==> src/hw/soc_bus_pkg.sv <==
/* SoC bus definitions: AXI4-Lite channel payloads, response codes
   and the address decode view used by the timer slave */
package soc_bus_pkg;

	typedef logic [31:0] axil_addr_t;
	typedef logic [31:0] axil_data_t;
	typedef logic [3:0]  axil_strb_t;
	typedef logic [1:0]  axil_resp_t;

	localparam axil_resp_t resp_okay   = 2'b00;
	localparam axil_resp_t resp_slverr = 2'b10;
	localparam axil_resp_t resp_decerr = 2'b11;

	// ------------------------------------------------------------------
	// channel payloads, valid travels with the payload

	typedef struct packed {
		logic       valid;
		axil_addr_t addr;
	} axil_aw_t;

	typedef struct packed {
		logic       valid;
		axil_data_t data;
		axil_strb_t strb;
	} axil_w_t;

	typedef struct packed {
		logic       valid;
		axil_addr_t addr;
	} axil_ar_t;

	typedef struct packed {
		logic       valid;
		axil_resp_t resp;
	} axil_b_t;

	typedef struct packed {
		logic       valid;
		axil_data_t data;
		axil_resp_t resp;
	} axil_r_t;

	// ------------------------------------------------------------------
	// address word, raw or split into region / word index / byte lane

	typedef union packed {
		axil_addr_t raw;
		struct packed {
			logic [15:0] region;
			logic [13:0] reg_offset;
			logic [1:0]  byte_lane;
		} f;
	} addr_view_u;

	// system timer lives at 0x4000_xxxx
	localparam logic [15:0] timer_region = 16'h4000;

endpackage

==> src/hw/soc_timer_pkg.sv <==
/* machine timer definitions: register map, timebase divide
   and the register access handed from the bus port to the timer */
package soc_timer_pkg;

	// clock cycles per microsecond tick
	localparam int clk_mhz = 27;

	// word index within the timer region
	localparam logic [13:0] off_ctrl      = 14'd0;
	localparam logic [13:0] off_mtime     = 14'd2;
	localparam logic [13:0] off_mtimeh    = 14'd3;
	localparam logic [13:0] off_mtimecmp  = 14'd4;
	localparam logic [13:0] off_mtimecmph = 14'd5;

	// one-cycle register access, at most one of wen/ren set
	typedef struct packed {
		logic        wen;
		logic        ren;
		logic [13:0] reg_offset;
		logic [31:0] wdata;
		logic [3:0]  strb;
	} reg_access_t;

endpackage

==> src/hw/axil_resp_channels.sv <==
/* AXI4-Lite response side: one pending B and one pending R,
   each held until the master takes it */
`timescale 1ns/100ps

module axil_resp_channels (
	input  logic                       clk,
	input  logic                       rst_n,
	input  soc_timer_pkg::reg_access_t access,
	input  logic                       err_req,
	input  soc_bus_pkg::axil_data_t    rdata,
	input  logic                       bready,
	input  logic                       rready,
	output soc_bus_pkg::axil_b_t       b,
	output soc_bus_pkg::axil_r_t       r,
	output logic                       b_busy,
	output logic                       r_busy
);

	logic b_pend;
	logic r_pend;
	logic b_err;
	logic r_err;

	always_ff @(posedge clk or negedge rst_n) begin
		if (!rst_n) begin
			b_pend <= 1'b0;
			r_pend <= 1'b0;
		end else begin
			if (b_pend && bready) begin
				b_pend <= 1'b0;
			end
			if (access.wen) begin
				b_pend <= 1'b1;
			end
			if (r_pend && rready) begin
				r_pend <= 1'b0;
			end
			if (access.ren) begin
				r_pend <= 1'b1;
			end
		end
	end

	// decode result captured with the access
	always_ff @(posedge clk) begin
		if (access.wen) begin
			b_err <= err_req;
		end
		if (access.ren) begin
			r_err <= err_req;
		end
	end

	assign b.valid = b_pend;
	assign b.resp  = b_err ? soc_bus_pkg::resp_decerr : soc_bus_pkg::resp_okay;

	// timer read data stays stable while r is pending
	assign r.valid = r_pend;
	assign r.data  = r_err ? '0 : rdata;
	assign r.resp  = r_err ? soc_bus_pkg::resp_decerr : soc_bus_pkg::resp_okay;

	assign b_busy = b_pend;
	assign r_busy = r_pend;

endmodule

==> src/hw/axil_slave_port.sv <==
/* AXI4-Lite slave port: holds AW, W and AR, decodes the timer region
   and issues one-cycle register accesses, writes before reads */
`timescale 1ns/100ps

module axil_slave_port (
	input  logic                      clk,
	input  logic                      rst_n,
	input  soc_bus_pkg::axil_aw_t     aw,
	input  soc_bus_pkg::axil_w_t      w,
	input  soc_bus_pkg::axil_ar_t     ar,
	output logic                      awready,
	output logic                      wready,
	output logic                      arready,
	input  logic                      b_busy,
	input  logic                      r_busy,
	output soc_timer_pkg::reg_access_t access,
	output logic                      err_req
);

	logic                   aw_full;
	logic                   w_full;
	logic                   ar_full;
	soc_bus_pkg::axil_addr_t aw_addr;
	soc_bus_pkg::axil_addr_t ar_addr;
	soc_bus_pkg::axil_data_t w_data;
	soc_bus_pkg::axil_strb_t w_strb;

	logic                   aw_take;
	logic                   w_take;
	logic                   ar_take;
	logic                   wr_go;
	logic                   rd_go;
	logic                   aw_full_next;
	logic                   w_full_next;
	logic                   ar_full_next;
	logic                   aw_hit;
	logic                   ar_hit;
	soc_bus_pkg::addr_view_u aw_view;
	soc_bus_pkg::addr_view_u ar_view;

	assign aw_take = aw.valid & awready;
	assign w_take  = w.valid & wready;
	assign ar_take = ar.valid & arready;

	// write needs both halves and a free response slot
	assign wr_go = aw_full & w_full & ~b_busy;
	assign rd_go = ar_full & ~r_busy & ~wr_go;

	assign aw_full_next = (aw_full & ~wr_go) | aw_take;
	assign w_full_next  = (w_full & ~wr_go) | w_take;
	assign ar_full_next = (ar_full & ~rd_go) | ar_take;

	// ------------------------------------------------------------------
	// holding slots

	always_ff @(posedge clk or negedge rst_n) begin
		if (!rst_n) begin
			aw_full <= 1'b0;
			w_full  <= 1'b0;
			ar_full <= 1'b0;
			awready <= 1'b0;
			wready  <= 1'b0;
			arready <= 1'b0;
		end else begin
			aw_full <= aw_full_next;
			w_full  <= w_full_next;
			ar_full <= ar_full_next;
			// ready means the slot is empty next cycle
			awready <= ~aw_full_next;
			wready  <= ~w_full_next;
			arready <= ~ar_full_next;
		end
	end

	always_ff @(posedge clk) begin
		if (aw_take) begin
			aw_addr <= aw.addr;
		end
		if (w_take) begin
			w_data <= w.data;
			w_strb <= w.strb;
		end
		if (ar_take) begin
			ar_addr <= ar.addr;
		end
	end

	// ------------------------------------------------------------------
	// region decode and access issue

	assign aw_view.raw = aw_addr;
	assign ar_view.raw = ar_addr;
	assign aw_hit = (aw_view.f.region == soc_bus_pkg::timer_region);
	assign ar_hit = (ar_view.f.region == soc_bus_pkg::timer_region);

	always_comb begin
		access.wen        = wr_go;
		access.ren        = rd_go;
		access.reg_offset = wr_go ? aw_view.f.reg_offset : ar_view.f.reg_offset;
		access.wdata      = w_data;
		// a miss carries no strobes so the timer stays untouched
		access.strb       = (wr_go && aw_hit) ? w_strb : 4'b0000;
		err_req           = (wr_go & ~aw_hit) | (rd_go & ~ar_hit);
	end

endmodule

==> src/hw/riscv_mtimer.sv <==
/* RISC-V machine timer: microsecond timebase, mtime/mtimecmp with
   byte strobes, debug halt freeze and the timer interrupt */
`timescale 1ns/100ps

module riscv_mtimer (
	input  logic                       clk,
	input  logic                       rst_n,
	input  soc_timer_pkg::reg_access_t access,
	input  logic                       dbg_halt,
	output soc_bus_pkg::axil_data_t    rdata,
	output logic                       timer_irq
);

	logic [$clog2(soc_timer_pkg::clk_mhz)-1:0] tick_ctr;
	logic        tick;
	logic        ctrl_en;
	logic [63:0] mtime;
	logic [63:0] mtime_next;
	logic [63:0] mtimecmp;
	logic        count_en;

	logic        wr_ctrl;
	logic        wr_lo;
	logic        wr_hi;
	logic        wr_cmp_lo;
	logic        wr_cmp_hi;

	function automatic logic [31:0] merge_bytes(
		input logic [31:0] old_word,
		input logic [31:0] new_word,
		input logic [3:0]  strb
	);
		logic [31:0] result;
		result = old_word;
		for (int i = 0; i < 4; i++) begin
			if (strb[i]) begin
				result[8*i +: 8] = new_word[8*i +: 8];
			end
		end
		return result;
	endfunction

	// ------------------------------------------------------------------
	// microsecond timebase

	always_ff @(posedge clk or negedge rst_n) begin
		if (!rst_n) begin
			tick_ctr <= '0;
			tick     <= 1'b0;
		end else begin
			if (|tick_ctr) begin
				tick_ctr <= tick_ctr - 1'b1;
			end else begin
				tick_ctr <= $bits(tick_ctr)'(soc_timer_pkg::clk_mhz - 1);
			end
			tick <= ~|tick_ctr;
		end
	end

	// frozen while the hart sits in debug
	assign count_en = tick & ctrl_en & ~dbg_halt;

	assign wr_ctrl   = access.wen && (access.reg_offset == soc_timer_pkg::off_ctrl);
	assign wr_lo     = access.wen && (access.reg_offset == soc_timer_pkg::off_mtime);
	assign wr_hi     = access.wen && (access.reg_offset == soc_timer_pkg::off_mtimeh);
	assign wr_cmp_lo = access.wen && (access.reg_offset == soc_timer_pkg::off_mtimecmp);
	assign wr_cmp_hi = access.wen && (access.reg_offset == soc_timer_pkg::off_mtimecmph);

	// bus write wins over the increment
	always_comb begin
		mtime_next = mtime;
		if (count_en) begin
			mtime_next = mtime + 64'd1;
		end
		if (wr_lo) begin
			mtime_next = {mtime[63:32], merge_bytes(mtime[31:0], access.wdata, access.strb)};
		end
		if (wr_hi) begin
			mtime_next = {merge_bytes(mtime[63:32], access.wdata, access.strb), mtime[31:0]};
		end
	end

	// ------------------------------------------------------------------
	// registers and interrupt

	always_ff @(posedge clk or negedge rst_n) begin
		if (!rst_n) begin
			ctrl_en   <= 1'b0;
			mtime     <= 64'd0;
			mtimecmp  <= '1;
			timer_irq <= 1'b0;
		end else begin
			if (wr_ctrl && access.strb[0]) begin
				ctrl_en <= access.wdata[0];
			end
			mtime <= mtime_next;
			if (wr_cmp_lo) begin
				mtimecmp[31:0] <= merge_bytes(mtimecmp[31:0], access.wdata, access.strb);
			end
			if (wr_cmp_hi) begin
				mtimecmp[63:32] <= merge_bytes(mtimecmp[63:32], access.wdata, access.strb);
			end
			timer_irq <= (mtime >= mtimecmp);
		end
	end

	// read data held until the next read
	always_ff @(posedge clk) begin
		if (access.ren) begin
			case (access.reg_offset)
				soc_timer_pkg::off_ctrl:      rdata <= {31'd0, ctrl_en};
				soc_timer_pkg::off_mtime:     rdata <= mtime[31:0];
				soc_timer_pkg::off_mtimeh:    rdata <= mtime[63:32];
				soc_timer_pkg::off_mtimecmp:  rdata <= mtimecmp[31:0];
				soc_timer_pkg::off_mtimecmph: rdata <= mtimecmp[63:32];
				default:                      rdata <= '0;
			endcase
		end
	end

endmodule

==> src/hw/timer_subsys_top.sv <==
/* timer subsystem: AXI4-Lite slave port, machine timer and response channels */
`timescale 1ns/100ps

module timer_subsys_top (
	input  logic                  clk,
	input  logic                  rst_n,
	input  soc_bus_pkg::axil_aw_t aw,
	input  soc_bus_pkg::axil_w_t  w,
	input  soc_bus_pkg::axil_ar_t ar,
	output logic                  awready,
	output logic                  wready,
	output logic                  arready,
	output soc_bus_pkg::axil_b_t  b,
	output soc_bus_pkg::axil_r_t  r,
	input  logic                  bready,
	input  logic                  rready,
	input  logic                  dbg_halt,
	output logic                  timer_irq
);

	soc_timer_pkg::reg_access_t access;
	logic                       err_req;
	soc_bus_pkg::axil_data_t    rdata;
	logic                       b_busy;
	logic                       r_busy;

	axil_slave_port port_u (
		.clk     (clk),
		.rst_n   (rst_n),
		.aw      (aw),
		.w       (w),
		.ar      (ar),
		.awready (awready),
		.wready  (wready),
		.arready (arready),
		.b_busy  (b_busy),
		.r_busy  (r_busy),
		.access  (access),
		.err_req (err_req)
	);

	riscv_mtimer timer_u (
		.clk       (clk),
		.rst_n     (rst_n),
		.access    (access),
		.dbg_halt  (dbg_halt),
		.rdata     (rdata),
		.timer_irq (timer_irq)
	);

	axil_resp_channels resp_u (
		.clk     (clk),
		.rst_n   (rst_n),
		.access  (access),
		.err_req (err_req),
		.rdata   (rdata),
		.bready  (bready),
		.rready  (rready),
		.b       (b),
		.r       (r),
		.b_busy  (b_busy),
		.r_busy  (r_busy)
	);

endmodule

==> config.mk <==
export PLATFORM = sky130hd
export DESIGN_NAME = timer_subsys_top
export DESIGN_NICKNAME = d
export VERILOG_FILES = /design/src/hw/soc_bus_pkg.sv /design/src/hw/soc_timer_pkg.sv /design/src/hw/axil_resp_channels.sv /design/src/hw/axil_slave_port.sv /design/src/hw/riscv_mtimer.sv /design/src/hw/timer_subsys_top.sv
export SDC_FILE = /design/constraint.sdc
export NUM_CORES = 1
export LEC_CHECK = 0
export ABC_AREA = 1
export ABC_CLOCK_PERIOD_IN_PS = 11200
export BUFFER_PORTS_ARGS = -buffer_cell sky130_fd_sc_hd__clkbuf_2
export CELL_PAD_IN_SITES_DETAIL_PLACEMENT = 1
export CELL_PAD_IN_SITES_GLOBAL_PLACEMENT = 2
export CORE_UTILIZATION = 30
export DETAILED_ROUTE_END_ITERATION = 6
export HOLD_SLACK_MARGIN = 0.08
export PLACE_DENSITY_LB_ADDON = 0.2
export SYNTH_ARGS = -nofsm -noshare
export SYNTH_HDL_FRONTEND = slang
export SYNTH_SLANG_ARGS = --single-unit
==> constraint.sdc <==
create_clock -name clk -period 11.2 [get_ports clk]
set_clock_uncertainty 0.05 [all_clocks]
set_input_delay 1.12 -clock clk [delete_from_list [all_inputs] [get_ports clk]]
set_output_delay 1.12 -clock clk [all_outputs]
set_load 0.005 [all_outputs]
Yosys cells after proc, flatten, opt, wreduce, memory -nomap -nowiden
Index checks and enable logic that the tools add are counted.
{ "word_totals": {"in_bits": 108, "ff_bits": 278, "word_cells": 132, "output_inout_bits": 42} }
{ "classes": {"bitwise_logic": 29, "n_mux": 18, "n_addsub": 2, "eq_ne": 15, "order_cmp": 1, "n_reduce_logical": 32} }
{ "ops": {"columns": ["cell", "n"], "rows": [
  ["64-bit two-way mux", 3],
  ["32-bit case mux with 5 select lines", 1],
  ["64-bit by 1-bit adder with 64-bit output (second input constant)", 1],
  ["64-bit >= comparator", 1],
  ["16-bit by 15-bit equality test with 1-bit output (second input constant)", 2],
  ["32-bit two-way mux", 1],
  ["8-bit two-way mux", 4],
  ["14-bit by 2-bit equality test with 1-bit output (second input constant)", 2],
  ["14-bit by 3-bit equality test with 1-bit output (second input constant)", 2],
  ["3-bit AND reduction", 8],
  ["2-bit AND reduction", 8],
  ["1-bit bitwise AND", 14],
  ["14-bit zero test", 1],
  ["14-bit two-way mux", 1],
  ["2-bit != test (second input constant)", 7],
  ["1-bit NOT", 11],
  ["1-bit logical AND", 9],
  ["2-bit nonzero test", 4],
  ["5-bit two-way mux", 1],
  ["5-bit OR reduction", 1],
  ["5-bit by 1-bit subtractor with 5-bit output (second input constant)", 1],
  ["1-bit two-way mux", 4],
  ["2-bit two-way mux", 2],
  ["4-bit two-way mux", 1],
  ["3 further kinds", 7]
]} }

Logic depth before layout (Yosys ltp)
{ "logic_depth": {"word_depth": 8, "ltp_mapped": 16, "depth_no_buf": 14} }

Cells and area by module
From an unflattened synthesis, not the netlist that was laid out.
{ "hier_totals": {"cells_unflattened": 2013, "hier_area_um2": 16065.4} }
{ "by_module_without_submodules": {"columns": ["mod", "area_per_inst_um2", "seq_area_each_um2", "n_inst", "cells_each"], "rows": [
  ["riscv_mtimer", 12110.4, 4444.3, 1, 1715],
  ["axil_slave_port", 3495.9, 3032.9, 1, 213],
  ["axil_resp_channels", 459.2, 110.1, 1, 85]
]} }

Worst setup path before layout
No wires, ideal clock.
{ "synth_timing": {"kind": "reg2reg", "start": "register port_u.aw_full", "end": "register port_u.ar_full", "period_less_slack_ps": 3621, "t_required_ps": 11027, "setup_ps": 123, "setup_slack_ps": 7579, "arrival_ps": 3447, "n_path_buf": 1, "path_stages_with_launch": 8, "cell_sequence": "dfrtp_1 > nand2_1 > nor2_2 > buf_6 > nor3_1 > inv_1 > a21oi_1 > inv_1"} }
{ "synth_lines": {"columns": ["element", "line", "source"], "rows": [
  ["from (decl)", "axil_slave_port.sv:20", "logic aw_full;"],
  ["from (signal assigned)", "axil_slave_port.sv:65", "aw_full <= aw_full_next;"],
  ["to (signal assigned)", "axil_slave_port.sv:67", "ar_full <= ar_full_next;"],
  ["to (decl)", "axil_slave_port.sv:22", "logic ar_full;"]
]} }

Worst setup path after layout
{ "layout_timing": {"start": "register port_u.aw_full", "end": "register timer_u.mtime[0]"} }
{ "layout_via": {"elab_chain_cells": 7, "elab_cells_between_ends": 14, "classes_between": "eq/ne: 3; mux: 3; bitwise: 3; reduce/logical: 5"} }
{ "layout_lines": {"columns": ["element", "line", "source"], "rows": [
  ["1-bit bitwise AND (*) (2 in a row)", "axil_slave_port.sv:46", "assign wr_go = aw_full & w_full & ~b_busy;"],
  ["14-bit two-way mux", "axil_slave_port.sv:99", "access.reg_offset = wr_go ? aw_view.f.reg_offset : ar_view.f.reg_offset;"],
  ["14-bit by 2-bit equality test with 1-bit output, on equally long branches", "riscv_mtimer.sv:64, riscv_mtimer.sv:65", null],
  ["1-bit logical AND, on equally long branches", "riscv_mtimer.sv:64, riscv_mtimer.sv:65", null],
  ["2-bit by 1-bit != test with 1-bit output (no line) (tied with other cells)", null, null],
  ["3-bit AND reduction (no line)", null, null],
  ["to (signal assigned)", "riscv_mtimer.sv:96", "mtime <= mtime_next;"],
  ["to (decl)", "riscv_mtimer.sv:17", "logic [63:0] mtime;"]
]} }
Mark *: on every way between the ends. The rest lies on a longest branch, timed or not. The select of a mux whose other input is x is not followed.
A chain may end at the register's enable or synchronous reset.

==> results_dict.tcl <==
set metrics [dict create \
    synth.avg_cell_area_um2 7.72 \
    die-height_um 231 \
    synthCells 2035 \
    firstDrtPassIters 5 \
    fp.coreArea_um2 51500 \
    cpPeakStageDelay_ps 750 \
    wl_mm 56.9 \
    num_vias 13800 \
    p_leak_uw 0.00819 \
    dpl_cell_area_um2 17100 \
    syn_to_final_growth_pct 16.6 \
    drtAntennaViolNets 0 \
    drtIter0Drc 687 \
    synth-seq-cells 274 \
    slew_headroom_pct 22.6 \
    wl_met2_mm 26.7 \
    cp-end-kind "flip-flop" \
    powerDensity_nw_per_um2 153 \
    crit_top_cell "nand2_1" \
    fmax_mhz 240 \
    die_w_um 231 \
    drive_gt1_share_pct 14.3 \
    rsz0062_at_grt "false" \
    async_flop_share_pct 52.6 \
    wl_met3_mm 1.76 \
    hold_path_class "reg -> reg" \
    slew_viol_final 0 \
    wl_per_cell_um 19.7 \
    clk_latency_ps 560 \
    placed_cells 2823 \
    outcome "finished, final reports clean" \
    syn-num-nets 2209 \
    grt_pass1_wl_mm 87.2 \
    diodes 0 \
    grt_pass1_vias 14400 \
    cts_buffers 36 \
    crit_required_ps 11590 \
    cts_sinks 274 \
    fp.dieArea_um2 53300 \
    ys_warn_count 0 \
    synth_cell_type_count 39 \
    ys.flop_type "edfxtp_1" \
    grt_overflow 0 \
    drt-met1-wl_mm 27.0 \
    fin_crit_ps 4160 \
    worst_slew_pin_slew_ps 1160 \
    cp_cell_sequence "nand2_1 > nor2_2 > nand2_1 > nand2_1 > nand2_1 > nor2_4 > nand3_2 > buf_4 > a21oi_4 > nand2_2 > nand2_1 > nand2_1" \
    rows 83 \
    synth_seq_area_share_pct 48.3 \
    layout.nets 2355 \
    start_kind "flip-flop" \
    synthesis.area_um2 15700 \
    htree_levels 2 \
    crit_fanout 40 \
    clk_path_buf_depth 3 \
    clk_pin_slew_ps 60 \
    timing.final.crit_share_pct 37.1 \
    post_cts_resized 0 \
    place_congestion 0.888 \
    worstSetupPathType "reg -> reg" \
    routed_via_density 4.77 \
    dp_hpwl_mm 44.0 \
    slowest_stage "nand3_2" \
    grt_usage_pct 21.9 \
    timing.final.hold_violations 0 \
    cts_tree "built" \
    postLayoutCellArea_um2 18300 \
    ir_drop_mv 0.111 \
    finalPower_uw 2810 \
    finalSetupViolCount 0 \
    num_io_pins 150 \
    io_buffer_count 145 \
    drc 0 \
    cap_violations 0 \
    grt_max_degree 89 \
    fin_tns_setup_ps 0 \
    cts_setup_buffers 0 \
    dr.max_layer_used "met4" \
    synth-edff-count 130 \
    cts_root_buf "clkbuf_16" \
    grt_antenna_before_repair 0 \
    final_cell_count_no_fill 2889 \
    arrival_ps 4550 \
    cts_hold_buf 0 \
    initial_core_util_pct 30.5 \
]
==> cell families (layout without fill, tap and decap cells) <==
kind of cell / after synthesis / after routing / share of synthesized area (%)
flip-flops: 274 / 274 / 48.3
buffers and inverters: 339 / 513 / 8.51
adder cells (fa/ha/maj): 66 / 66 / 5.26
AND/OR/NAND/NOR: 1145 / 1145 / 29.8
XOR/XNOR: 17 / 17 / 0.948
AO/OA/AOI/OAI: 194 / 194 / 7.24
==> cells in the final DEF, fill, tap and decap left out, types with 31 or more instances in the layout <==
cell type	n
a21oi_1	33
clkbuf_16	36
clkbuf_2	144
dfrtp_1	80
dfstp_2	64
edfxtp_1	130
ha_1	66
inv_1	286
nand2_1	754
nand3_1	99
nand4_1	40
nor2_1	204
o2111ai_1	31
o21ai_0	98
==> flip-flops by register name, summed over array words and instances (netlist names), 4 cells and up <==
| register | cells |
|---|---|
| timer_u.rdata | 32 |
| port_u.ar_addr | 30 |
| port_u.w_data | 32 |
| port_u.aw_addr | 30 |
| timer_u.tick_ctr | 5 |
| timer_u.mtimecmp | 64 |
| port_u.w_strb | 4 |
| timer_u.mtime | 64 |
==> through the flow <==
step           hold WS [ps]  utilization [%]  setup WS [ps]
2_1_floorplan           363                -           7580
3_3_place_gp            384             33.3           7070
3_5_place_dp            391             33.3           7010
4_1_cts                 400             35.6           6970
5_1_grt                 434             35.6           6610
6_report                394             35.6           7040
==> worst max-delay path, delay by kind of cell, from the launching register on <==
kind,cells,cell delay (ps)
AND/OR/NAND/NOR,10,2560
flip-flops,1,410
AO/OA/AOI/OAI,1,390
buffers and inverters,1,580
==> synthesized netlist by cell type (2+ instances only) <==
cell type	count	area, um^2
nand3_1	100	500
nand3b_1	5	37.5
nor3_1	11	55.1
nand2_4	2	22.5
dfrtp_1	80	2000
nor2_2	4	25.0
a21oi_1	33	165
clkbuf_1	18	67.6
nor2_1	205	769
nand4_1	40	250
o21ai_1	19	95.1
nor4_1	5	31.3
ha_1	66	826
o21ai_2	4	35.0
xor2_1	12	105
edfxtp_1	130	3900
inv_1	288	1080
buf_2	19	95.1
dfstp_2	64	1680
or2_2	3	18.8
nand2_2	7	43.8
a21oi_2	4	35.0
buf_4	9	67.6
nand2_1	754	2830
inv_2	3	11.3
nor2_4	6	67.6
o2111ai_1	31	272
o21ai_0	98	490
xnor2_1	5	43.8
==> path summary, 6_finish.rpt <==
| kind | slack (ps) | startpoint | end | cells past startpoint |
|---|---|---|---|---|
| min in group asynchronous | 610 | rst_n | timer_u.timer_irq | 1 |
| min reg2reg | 390 | timer_u.tick_ctr[4] | timer_u.tick | 1 |
| min | 390 | timer_u.tick_ctr[4] | timer_u.tick | 1 |
| max reg2reg | 7040 | port_u.aw_full | timer_u.mtime[0] | 12 |
| max | 7040 | port_u.aw_full | timer_u.mtime[0] | 12 |
| max in group asynchronous | 9210 | rst_n | timer_u.mtime[50] | 2 |
==> power by group <==
group          internal [uW]  switching, uW  total (uW)
registers               1220           68.8        1290
clock network            676            479        1150
logic                    106            261         367
==> layout make-up <==
cell class | instances | area, um^2
Multi-Input combinational cell | 1422 | 6800
Tap cell | 680 | 851
Inverter | 291 | 1090
Sequential cell | 274 | 7590
Fill cell | 6362 | 33200
Clock buffer | 42 | 933
Clock inverter | 24 | 241
Timing Repair Buffer | 156 | 815
==> metal layers <==
metal	vias to the layer above	GRT usage [%]
met5	-	0
met2	229	36.4
li1	6795	-
met1	6680	29.5
met4	0	6.50
met3	69	2.83
(Power assumes the default switching activity.)
